<file path="src/noc_pkg.sv">
package noc_pkg;

    localparam int FLIT_WIDTH     = 64;
    localparam int CHIPID_WIDTH   = 14;
    localparam int XY_WIDTH       = 8;
    localparam int FBITS_WIDTH    = 4;
    localparam int MSG_TYPE_WIDTH = 8;
    localparam int MSG_LEN_WIDTH  = 8;
    localparam int NOC_ADDR_WIDTH = 48;
    localparam int SIZE_WIDTH     = 3;
    localparam int PHY_ADDR_WIDTH = 40; // upper address bits go out as zero

    typedef logic [FLIT_WIDTH-1:0]     flit_t;
    typedef logic [CHIPID_WIDTH-1:0]   chipid_t;
    typedef logic [XY_WIDTH-1:0]       xpos_t;
    typedef logic [XY_WIDTH-1:0]       ypos_t;
    typedef logic [FBITS_WIDTH-1:0]    fbits_t;
    typedef logic [MSG_TYPE_WIDTH-1:0] msg_type_t;
    typedef logic [MSG_LEN_WIDTH-1:0]  msg_len_t;
    typedef logic [NOC_ADDR_WIDTH-1:0] noc_addr_t;

    localparam msg_type_t MSG_NC_LOAD_REQ  = 8'd14;
    localparam msg_type_t MSG_NC_STORE_REQ = 8'd15;

    localparam msg_len_t STORE_MSG_LEN = 8'd3; // two headers plus one data flit
    localparam msg_len_t LOAD_MSG_LEN  = 8'd2;

    localparam logic [SIZE_WIDTH-1:0] DATA_SIZE_8B = 3'b100;

    localparam int NOC_HDR_LEN = 3;
    localparam int QUEUE_DEPTH = 16;

    // bit positions, header 0 and header 2 share the routing fields
    localparam int CHIPID_LSB = 50;
    localparam int XPOS_LSB   = 42;
    localparam int YPOS_LSB   = 34;
    localparam int FBITS_LSB  = 30;
    localparam int LEN_LSB    = 22;
    localparam int TYPE_LSB   = 14;
    localparam int ADDR_LSB   = 16; // header 1
    localparam int SIZE_LSB   = 0;  // header 1

    typedef enum logic [1:0] {
        IDLE,
        HEADER,
        DATA
    } seq_state_t;

endpackage

</file>
<file path="src/axi_pkg.sv">
package axi_pkg;

    localparam int AXI_ADDR_WIDTH = 64;
    localparam int AXI_DATA_WIDTH = 64;
    localparam int AXI_STRB_WIDTH = AXI_DATA_WIDTH / 8;
    localparam int AXI_RESP_WIDTH = 2;

    typedef logic [AXI_ADDR_WIDTH-1:0] axi_addr_t;
    typedef logic [AXI_DATA_WIDTH-1:0] axi_data_t;
    typedef logic [AXI_STRB_WIDTH-1:0] axi_strb_t; // byte enables, not forwarded
    typedef logic [AXI_RESP_WIDTH-1:0] axi_resp_t;

    localparam axi_resp_t RESP_OKAY = 2'b00;

endpackage

</file>
<file path="src/req_queue_if.sv">
`timescale 1ns/100ps

interface req_queue_if;
    import axi_pkg::*;

    logic      offer; // request on the AXI side and room in the queue
    logic      take;  // sequencer accepts the offered request
    logic      avail; // queue holds at least one entry
    axi_addr_t addr;  // head entry
    axi_data_t data;  // head entry, zero for loads
    logic      pop;   // head entry has been sent

    modport queue (
        output offer,
        input  take,
        output avail,
        output addr,
        output data,
        input  pop
    );

    modport seq (
        input  offer,
        output take,
        input  avail,
        input  addr,
        input  data,
        output pop
    );

endinterface

</file>
<file path="src/sync_fifo.sv">
`timescale 1ns/100ps

module sync_fifo #(
    parameter int WIDTH = 8,
    parameter int DEPTH = 16 // power of two
) (
    input  logic             clk,
    input  logic             rst,
    input  logic             wr_en,
    input  logic [WIDTH-1:0] wr_data,
    input  logic             rd_en,
    output logic [WIDTH-1:0] rd_data,
    output logic             full,
    output logic             empty
);

    localparam int AW = $clog2(DEPTH);

    logic [WIDTH-1:0] mem [DEPTH];
    logic [AW:0]      wr_ptr; // extra bit tells full from empty
    logic [AW:0]      rd_ptr;

    always_ff @(posedge clk) begin
        if (rst) begin
            wr_ptr <= '0;
            rd_ptr <= '0;
        end else begin
            if (wr_en) begin
                wr_ptr <= wr_ptr + 1'b1;
            end
            if (rd_en) begin
                rd_ptr <= rd_ptr + 1'b1;
            end
        end
    end

    always_ff @(posedge clk) begin
        if (wr_en) begin
            mem[wr_ptr[AW-1:0]] <= wr_data;
        end
    end

    assign rd_data = mem[rd_ptr[AW-1:0]]; // head shows without a read
    assign empty   = (wr_ptr == rd_ptr);
    assign full    = (wr_ptr[AW] != rd_ptr[AW]) && (wr_ptr[AW-1:0] == rd_ptr[AW-1:0]);

    a_no_overflow: assert property (@(posedge clk) disable iff (rst) !(wr_en && full))
        else $error("write into full FIFO");
    a_no_underflow: assert property (@(posedge clk) disable iff (rst) !(rd_en && empty))
        else $error("read from empty FIFO");

endmodule

</file>
<file path="src/store_queue.sv">
`timescale 1ns/100ps

module store_queue (
    input  logic              clk,
    input  logic              rst,
    input  axi_pkg::axi_addr_t awaddr,
    input  logic              awvalid,
    output logic              awready,
    input  axi_pkg::axi_data_t wdata,
    input  axi_pkg::axi_strb_t wstrb,
    input  logic              wvalid,
    output logic              wready,
    req_queue_if.queue        q
);
    import axi_pkg::*;
    import noc_pkg::*;

    localparam int ENTRY_WIDTH = $bits(axi_addr_t) + $bits(axi_data_t);

    logic [ENTRY_WIDTH-1:0] head;
    logic                   full;
    logic                   empty;

    sync_fifo #(
        .WIDTH (ENTRY_WIDTH),
        .DEPTH (QUEUE_DEPTH)
    ) fifo_i (
        .clk     (clk),
        .rst     (rst),
        .wr_en   (q.take),
        .wr_data ({awaddr, wdata}), // address and data side by side
        .rd_en   (q.pop),
        .rd_data (head),
        .full    (full),
        .empty   (empty)
    );

    assign q.offer = awvalid && wvalid && !full; // both channels needed together
    assign q.avail = !empty;
    assign {q.addr, q.data} = head;

    assign awready = q.take;
    assign wready  = q.take;

endmodule

</file>
<file path="src/load_queue.sv">
`timescale 1ns/100ps

module load_queue (
    input  logic              clk,
    input  logic              rst,
    input  axi_pkg::axi_addr_t araddr,
    input  logic              arvalid,
    output logic              arready,
    req_queue_if.queue        q
);
    import axi_pkg::*;
    import noc_pkg::*;

    logic full;
    logic empty;

    sync_fifo #(
        .WIDTH ($bits(axi_addr_t)),
        .DEPTH (QUEUE_DEPTH)
    ) fifo_i (
        .clk     (clk),
        .rst     (rst),
        .wr_en   (q.take),
        .wr_data (araddr),
        .rd_en   (q.pop),
        .rd_data (q.addr),
        .full    (full),
        .empty   (empty)
    );

    assign q.offer = arvalid && !full;
    assign q.avail = !empty;
    assign q.data  = '0; // loads carry no payload
    assign arready = q.take;

endmodule

</file>
<file path="src/flit_sequencer.sv">
`timescale 1ns/100ps

module flit_sequencer (
    input  logic            clk,
    input  logic            rst,
    req_queue_if.seq        st,
    req_queue_if.seq        ld,
    output logic            noc2_valid,
    output noc_pkg::flit_t  noc2_data,
    input  logic            noc2_ready,
    input  noc_pkg::chipid_t src_chipid,
    input  noc_pkg::xpos_t  src_xpos,
    input  noc_pkg::ypos_t  src_ypos,
    input  noc_pkg::fbits_t src_fbits,
    input  noc_pkg::chipid_t dest_chipid,
    input  noc_pkg::xpos_t  dest_xpos,
    input  noc_pkg::ypos_t  dest_ypos,
    input  noc_pkg::fbits_t dest_fbits
);
    import axi_pkg::*;
    import noc_pkg::*;

    seq_state_t state;
    logic [1:0] flit_cnt;   // header index
    logic       order_full;
    logic       order_empty;
    logic       cur_store;  // head of order FIFO, 1 = store
    logic       order_pop;
    logic       xfer;
    logic       last_hdr;
    axi_addr_t  cur_addr;
    noc_addr_t  msg_addr;
    msg_type_t  msg_type;
    msg_len_t   msg_len;
    flit_t      flit;

    // store wins over a load offered in the same cycle
    assign st.take = st.offer && !order_full;
    assign ld.take = ld.offer && !order_full && !st.take;

    sync_fifo #(
        .WIDTH (1),
        .DEPTH (QUEUE_DEPTH)
    ) order_fifo_i (
        .clk     (clk),
        .rst     (rst),
        .wr_en   (st.take || ld.take),
        .wr_data (st.take),
        .rd_en   (order_pop),
        .rd_data (cur_store),
        .full    (order_full),
        .empty   (order_empty)
    );

    assign xfer      = noc2_valid && noc2_ready;
    assign last_hdr  = (state == HEADER) && (flit_cnt == 2'(NOC_HDR_LEN - 1));
    assign order_pop = xfer && ((last_hdr && !cur_store) || (state == DATA));
    assign st.pop    = order_pop && cur_store;
    assign ld.pop    = order_pop && !cur_store;

    always_ff @(posedge clk) begin
        if (rst) begin
            state    <= IDLE;
            flit_cnt <= '0;
        end else begin
            case (state)
                IDLE: begin
                    flit_cnt <= '0;
                    if (!order_empty && (cur_store ? st.avail : ld.avail)) begin
                        state <= HEADER;
                    end
                end
                HEADER: begin
                    if (xfer) begin
                        if (last_hdr) begin
                            state <= cur_store ? DATA : IDLE;
                        end else begin
                            flit_cnt <= flit_cnt + 1'b1;
                        end
                    end
                end
                DATA: begin
                    if (xfer) begin
                        state <= IDLE;
                    end
                end
                default: state <= IDLE;
            endcase
        end
    end

    assign cur_addr = cur_store ? st.addr : ld.addr;
    assign msg_addr = noc_addr_t'(cur_addr[PHY_ADDR_WIDTH-1:0]); // zero extended
    assign msg_type = cur_store ? MSG_NC_STORE_REQ : MSG_NC_LOAD_REQ;
    assign msg_len  = cur_store ? STORE_MSG_LEN : LOAD_MSG_LEN;

    always_comb begin
        flit = '0; // mshrid, options and padding stay zero
        case (state)
            HEADER: begin
                case (flit_cnt)
                    2'd0: begin
                        flit[CHIPID_LSB +: CHIPID_WIDTH]  = dest_chipid;
                        flit[XPOS_LSB +: XY_WIDTH]        = dest_xpos;
                        flit[YPOS_LSB +: XY_WIDTH]        = dest_ypos;
                        flit[FBITS_LSB +: FBITS_WIDTH]    = dest_fbits;
                        flit[LEN_LSB +: MSG_LEN_WIDTH]    = msg_len;
                        flit[TYPE_LSB +: MSG_TYPE_WIDTH]  = msg_type;
                    end
                    2'd1: begin
                        flit[ADDR_LSB +: NOC_ADDR_WIDTH] = msg_addr;
                        flit[SIZE_LSB +: SIZE_WIDTH]     = DATA_SIZE_8B;
                    end
                    default: begin // header 2, return route
                        flit[CHIPID_LSB +: CHIPID_WIDTH] = src_chipid;
                        flit[XPOS_LSB +: XY_WIDTH]       = src_xpos;
                        flit[YPOS_LSB +: XY_WIDTH]       = src_ypos;
                        flit[FBITS_LSB +: FBITS_WIDTH]   = src_fbits;
                    end
                endcase
            end
            DATA:    flit = st.data;
            default: flit = '0;
        endcase
    end

    assign noc2_valid = (state == HEADER) || (state == DATA);
    assign noc2_data  = flit;

    a_stall_stable: assert property (@(posedge clk) disable iff (rst)
        noc2_valid && !noc2_ready |=> noc2_valid && $stable(noc2_data))
        else $error("noc2 flit changed while stalled");

    // message ends exactly on the transfer that pops its queue entry
    a_pop_final: assert property (@(posedge clk) disable iff (rst)
        xfer |=> (state == IDLE) == $past(st.pop || ld.pop))
        else $error("queue pop outside a final flit transfer");

endmodule

</file>
<file path="src/response_unpack.sv">
`timescale 1ns/100ps

module response_unpack (
    input  logic              clk,
    input  logic              rst,
    input  logic              noc3_valid,
    input  noc_pkg::flit_t    noc3_data,
    output logic              noc3_ready,
    output axi_pkg::axi_data_t rdata,
    output logic              rvalid,
    input  logic              rready
);
    import noc_pkg::*;

    typedef enum logic [1:0] {
        RX_HEADER,
        RX_DATA,
        RX_HOLD
    } rx_state_t;

    rx_state_t rx_state;

    always_ff @(posedge clk) begin
        if (rst) begin
            rx_state <= RX_HEADER;
        end else begin
            case (rx_state)
                RX_HEADER: begin
                    if (noc3_valid) begin
                        rx_state <= RX_DATA; // header content is dropped
                    end
                end
                RX_DATA: begin
                    if (noc3_valid) begin
                        rx_state <= RX_HOLD;
                    end
                end
                RX_HOLD: begin
                    if (rready) begin
                        rx_state <= RX_HEADER;
                    end
                end
                default: rx_state <= RX_HEADER;
            endcase
        end
    end

    always_ff @(posedge clk) begin
        if (rx_state == RX_DATA && noc3_valid) begin
            rdata <= noc3_data;
        end
    end

    assign noc3_ready = (rx_state != RX_HOLD); // stall while read beat pending
    assign rvalid     = (rx_state == RX_HOLD);

    // only single data flit load responses are supported
    a_resp_len: assert property (@(posedge clk) disable iff (rst)
        (rx_state == RX_HEADER) && noc3_valid |-> noc3_data[LEN_LSB +: MSG_LEN_WIDTH] == 8'd1)
        else $error("noc3 response length is not 1");

endmodule

</file>
<file path="src/axilite_noc_bridge.sv">
`timescale 1ns/100ps

module axilite_noc_bridge (
    input  logic               clk,
    input  logic               rst,

    input  axi_pkg::axi_addr_t awaddr,
    input  logic               awvalid,
    output logic               awready,
    input  axi_pkg::axi_data_t wdata,
    input  axi_pkg::axi_strb_t wstrb,
    input  logic               wvalid,
    output logic               wready,
    input  axi_pkg::axi_addr_t araddr,
    input  logic               arvalid,
    output logic               arready,
    output axi_pkg::axi_data_t rdata,
    output axi_pkg::axi_resp_t rresp,
    output logic               rvalid,
    input  logic               rready,

    output logic               noc2_valid,
    output noc_pkg::flit_t     noc2_data,
    input  logic               noc2_ready,
    input  logic               noc3_valid,
    input  noc_pkg::flit_t     noc3_data,
    output logic               noc3_ready,

    input  noc_pkg::chipid_t   src_chipid,
    input  noc_pkg::xpos_t     src_xpos,
    input  noc_pkg::ypos_t     src_ypos,
    input  noc_pkg::fbits_t    src_fbits,
    input  noc_pkg::chipid_t   dest_chipid,
    input  noc_pkg::xpos_t     dest_xpos,
    input  noc_pkg::ypos_t     dest_ypos,
    input  noc_pkg::fbits_t    dest_fbits
);
    import axi_pkg::*;

    req_queue_if st_if ();
    req_queue_if ld_if ();

    store_queue store_queue_i (
        .clk     (clk),
        .rst     (rst),
        .awaddr  (awaddr),
        .awvalid (awvalid),
        .awready (awready),
        .wdata   (wdata),
        .wstrb   (wstrb),
        .wvalid  (wvalid),
        .wready  (wready),
        .q       (st_if.queue)
    );

    load_queue load_queue_i (
        .clk     (clk),
        .rst     (rst),
        .araddr  (araddr),
        .arvalid (arvalid),
        .arready (arready),
        .q       (ld_if.queue)
    );

    flit_sequencer flit_sequencer_i (
        .clk         (clk),
        .rst         (rst),
        .st          (st_if.seq),
        .ld          (ld_if.seq),
        .noc2_valid  (noc2_valid),
        .noc2_data   (noc2_data),
        .noc2_ready  (noc2_ready),
        .src_chipid  (src_chipid),
        .src_xpos    (src_xpos),
        .src_ypos    (src_ypos),
        .src_fbits   (src_fbits),
        .dest_chipid (dest_chipid),
        .dest_xpos   (dest_xpos),
        .dest_ypos   (dest_ypos),
        .dest_fbits  (dest_fbits)
    );

    response_unpack response_unpack_i (
        .clk        (clk),
        .rst        (rst),
        .noc3_valid (noc3_valid),
        .noc3_data  (noc3_data),
        .noc3_ready (noc3_ready),
        .rdata      (rdata),
        .rvalid     (rvalid),
        .rready     (rready)
    );

    assign rresp = RESP_OKAY; // no error path on the NoC side

endmodule

</file>
<file path="config.mk">
export PLATFORM = sky130hd
export DESIGN_NAME = axilite_noc_bridge
export DESIGN_NICKNAME = d
export VERILOG_FILES = /design/src/noc_pkg.sv /design/src/axi_pkg.sv /design/src/req_queue_if.sv /design/src/sync_fifo.sv /design/src/store_queue.sv /design/src/load_queue.sv /design/src/flit_sequencer.sv /design/src/response_unpack.sv /design/src/axilite_noc_bridge.sv
export SDC_FILE = /design/constraint.sdc
export NUM_CORES = 2
export LEC_CHECK = 0
export CAP_MARGIN = 20
export CORE_ASPECT_RATIO = 2
export CORE_UTILIZATION = 47
export CTS_BUF_LIST = sky130_fd_sc_hd__clkbuf_16
export DETAILED_ROUTE_END_ITERATION = 10
export DONT_BUFFER_PORTS = 1
export PLACE_DENSITY = 0.59
export SLEW_MARGIN = 10
export SYNTH_ARGS = -nofsm -noshare
export SYNTH_HDL_FRONTEND = slang
export SYNTH_SLANG_ARGS = --single-unit
</file>
<file path="constraint.sdc">
create_clock -name clk -period 23.7 [get_ports clk]
set_input_delay 7.11 -clock clk [delete_from_list [all_inputs] [get_ports clk]]
set_output_delay 7.11 -clock clk [all_outputs]
set_load 0.05 [all_outputs]
</file>
==> flow_metrics.tcl <==
set metrics [dict create \
    outcome "finished, final reports clean" \
    grt_antenna_before_repair 11 \
    synth_xor_area_share_pct 0.331 \
    yosysSeqAreaShare_pct 78.2 \
    skew_ns 0.0604 \
    setup-tns-final_ns 0 \
    yosysTopAreaCell "edfxtp_1" \
    cp_max_fo 1 \
    path_clk_slew_ns 0.06 \
    cts_resized 0 \
    rsz0062_at_grt "no" \
    ys.flop_type "edfxtp_1" \
    grt_pass1_vias 44700 \
    clock_path_buffers 4 \
    grt_pass1_wl_um 326000 \
    clk_latency_ns 0.87 \
    cts_sinks 2432 \
    cts_tree "yes" \
    overflow 0 \
    yosys.area_share.simple_pct 1.60 \
    path_cells "nand2b_1 > o21ai_0 > a22oi_1 > nor2b_1" \
    synth_top_area_share_pct 77.2 \
    max_freq_mhz 65.0 \
    ys_ff_latch 2432 \
    stdcell_count 6871 \
    ys_async_sr_fraction_pct 0 \
    port_buffers 0 \
    area_growth_pct 10.8 \
    die_h_um 630 \
    cp-end-kind "output pin" \
    synth_area_leaders "edfxtp_1, mux4_2, a22oi_1" \
    drive_gt1_share_pct 25.5 \
    p_per_area_nw_per_um2 80.4 \
    crit_type "input pin to output pin" \
    layout.cells.most_common "edfxtp_1" \
    ctsHtreeMaxLevel 4 \
    synth_top_family_by_area "multiplexers" \
    synthMuxAreaShare_pct 15.8 \
    via_per_inst 6.19 \
    holdBufCountCts 0 \
    slowest_delay_ns 0.74 \
    synthAdderAreaFrac_pct 0.283 \
    crit_arrival_ns 8.26 \
    crit_start "src_chipid[6]" \
    die_area_um2 199000 \
    synth_edf_count 2384 \
    route.detailed.wl_per_inst_um 33.6 \
    netlist_area_um2 92700 \
    routed_wl_um 231000 \
    r2r_end "store_queue_i.fifo_i.mem[13][80]" \
    gp_congestion 0.738 \
    ir_drop_uv 72.2 \
    critPathCapture "noc2_data[56]" \
    hpwl_um 122000 \
    critPathLaunchType "input pin" \
    critPathSlowestCell "nor2b_1" \
    synth_compound_area_share_pct 2.62 \
    final_cell_mix "edfxtp_1, mux4_2, clkbuf_16, a22oi_1, a21oi_1" \
    post_cts_buffers 0 \
    grt_max_degree 135 \
    place_inst 6493 \
    fin_crit_ns 15.37 \
    syn-instance-count 4054 \
    syn_area_per_cell_um2 22.9 \
    fin_util_pct 52.4 \
    rows 230 \
    ff2ff_path_depth 8 \
    p_total_mw 8.26 \
    synth.distinct_cells 50 \
    start_util_pct 47.3 \
    coreArea_um2 196000 \
    grt_usage_pct 23.3 \
    fin_nets 4516 \
    synth_warnings 0 \
    reg2reg_slack_ns 18.57 \
    vias 42600 \
    cts_buffers 212 \
    rr_startpoint "store_queue_i.fifo_i.wr_ptr[2]" \
    crit_required_ns 16.59 \
    cts-root-buf "clkbuf_16" \
    setup_viol 0 \
    finalHoldViolCount 0 \
    first_pass_iters 5 \
    drtIter0Drc 3660 \
    maxCapViolations 0 \
    ant_nets 0 \
    p_leak_nw 30.7 \
    die_width_um 316 \
    finalCritPeriodShare_pct 64.9 \
    slew_headroom_pct 23.9 \
    route.detailed.drc 0 \
    tightest_slew_ns 1.13 \
    io_pins 476 \
    worstHoldPathType "flip-flop to flip-flop" \
    maxSlewViolCount 0 \
]
-- final cells by class --
class | count | area (µm²)
inverters | 18 | 72.6
repair buffers | 116 | 1000
diodes | 4 | 10.0
flip-flops and latches | 2432 | 72600
clock buffers | 217 | 5430
clock inverters | 157 | 1080
multi-input cells | 1375 | 19400
fillers | 15200 | 93500
well taps | 2552 | 3190
-- registers in the layout (all words and copies together), names as in the netlist, 5 cells and up, named ones only --
signal	count
flit_sequencer_i.order_fifo_i.mem	16
flit_sequencer_i.order_fifo_i.rd_ptr	5
flit_sequencer_i.order_fifo_i.wr_ptr	5
load_queue_i.fifo_i.mem	640
load_queue_i.fifo_i.rd_ptr	5
load_queue_i.fifo_i.wr_ptr	5
response_unpack_i.rdata	64
store_queue_i.fifo_i.mem	1664
store_queue_i.fifo_i.rd_ptr	5
store_queue_i.fifo_i.wr_ptr	5
-- synth_stat cells, types with 2 or more instances --
cell type	instances
mux4_2	644
nand4_1	5
a31oi_1	2
a21oi_1	109
buf_4	6
nor3_1	16
a22oi_1	174
xnor2_1	22
a211oi_1	2
nor2b_1	21
nand2b_1	14
buf_2	69
and4_1	2
clkbuf_1	127
mux2_2	3
o21ai_0	52
edfxtp_1	2384
dfxtp_1	48
mux2i_1	5
nor3b_1	23
nand3_1	55
inv_1	18
ha_1	21
buf_1	19
nor2_1	81
buf_6	8
xor2_1	13
o211ai_1	28
and3_1	4
and2_1	17
or3_1	2
nand2_1	42
-- cells by family after synthesis --
group | count (synthesis)
AND/OR/NAND/NOR | 288
buffers and inverters | 248
XOR/XNOR | 35
AO/OA/AOI/OAI | 375
flip-flops | 2432
other | 1
adder cells (fa/ha/maj) | 21
multiplexers | 654
-- critical path, delay by kind of cell --
family          cells  cell delay (ns)
compound gates      2             0.38
simple gates        2             0.77
-- how the worst min path moves through the flow --
stage / startpoint / endpoint / slack, ns / cells after the start
floorplan: response_unpack_i.rx_state[1] / response_unpack_i.rx_state[0] / 0.41 / 1
global placement: response_unpack_i.rx_state[1] / response_unpack_i.rx_state[0] / 0.42 / 1
detailed placement: response_unpack_i.rx_state[1] / response_unpack_i.rx_state[0] / 0.43 / 1
CTS: response_unpack_i.rx_state[1] / response_unpack_i.rx_state[0] / 0.44 / 1
global route: response_unpack_i.rx_state[1] / response_unpack_i.rx_state[0] / 0.46 / 1
finish: response_unpack_i.rx_state[1] / response_unpack_i.rx_state[0] / 0.43 / 1
-- stage by stage --
step | area (µm²) | setup slack, ns | hold slack [ns]
floorplan | 92800 | 7.03 | 0.414
global placement | 96200 | 8.33 | 0.419
detailed placement | 96300 | 8.30 | 0.428
CTS | 103000 | 8.30 | 0.437
global route | 103000 | 8.25 | 0.464
finish | 103000 | 8.33 | 0.433
-- layer usage --
layer / vias up / wire length (µm) / global-route usage, %
met2: 1434 / 120000 / 40.4
li1: 17400 / - / -
met4: 2 / 5530 / 5.92
met1: 23400 / 87900 / 29.3
met3: 334 / 17700 / 5.37
met5: - / 8 / 0
-- report_power, final --
part           internal, mW  switching (mW)  leakage, nW
clock network          1.81            1.51         3.35
registers              4.76          0.0263         21.9
logic                0.0432           0.108         5.49
total                  6.61            1.65         30.7
Power figures use the tool's default switching activity.
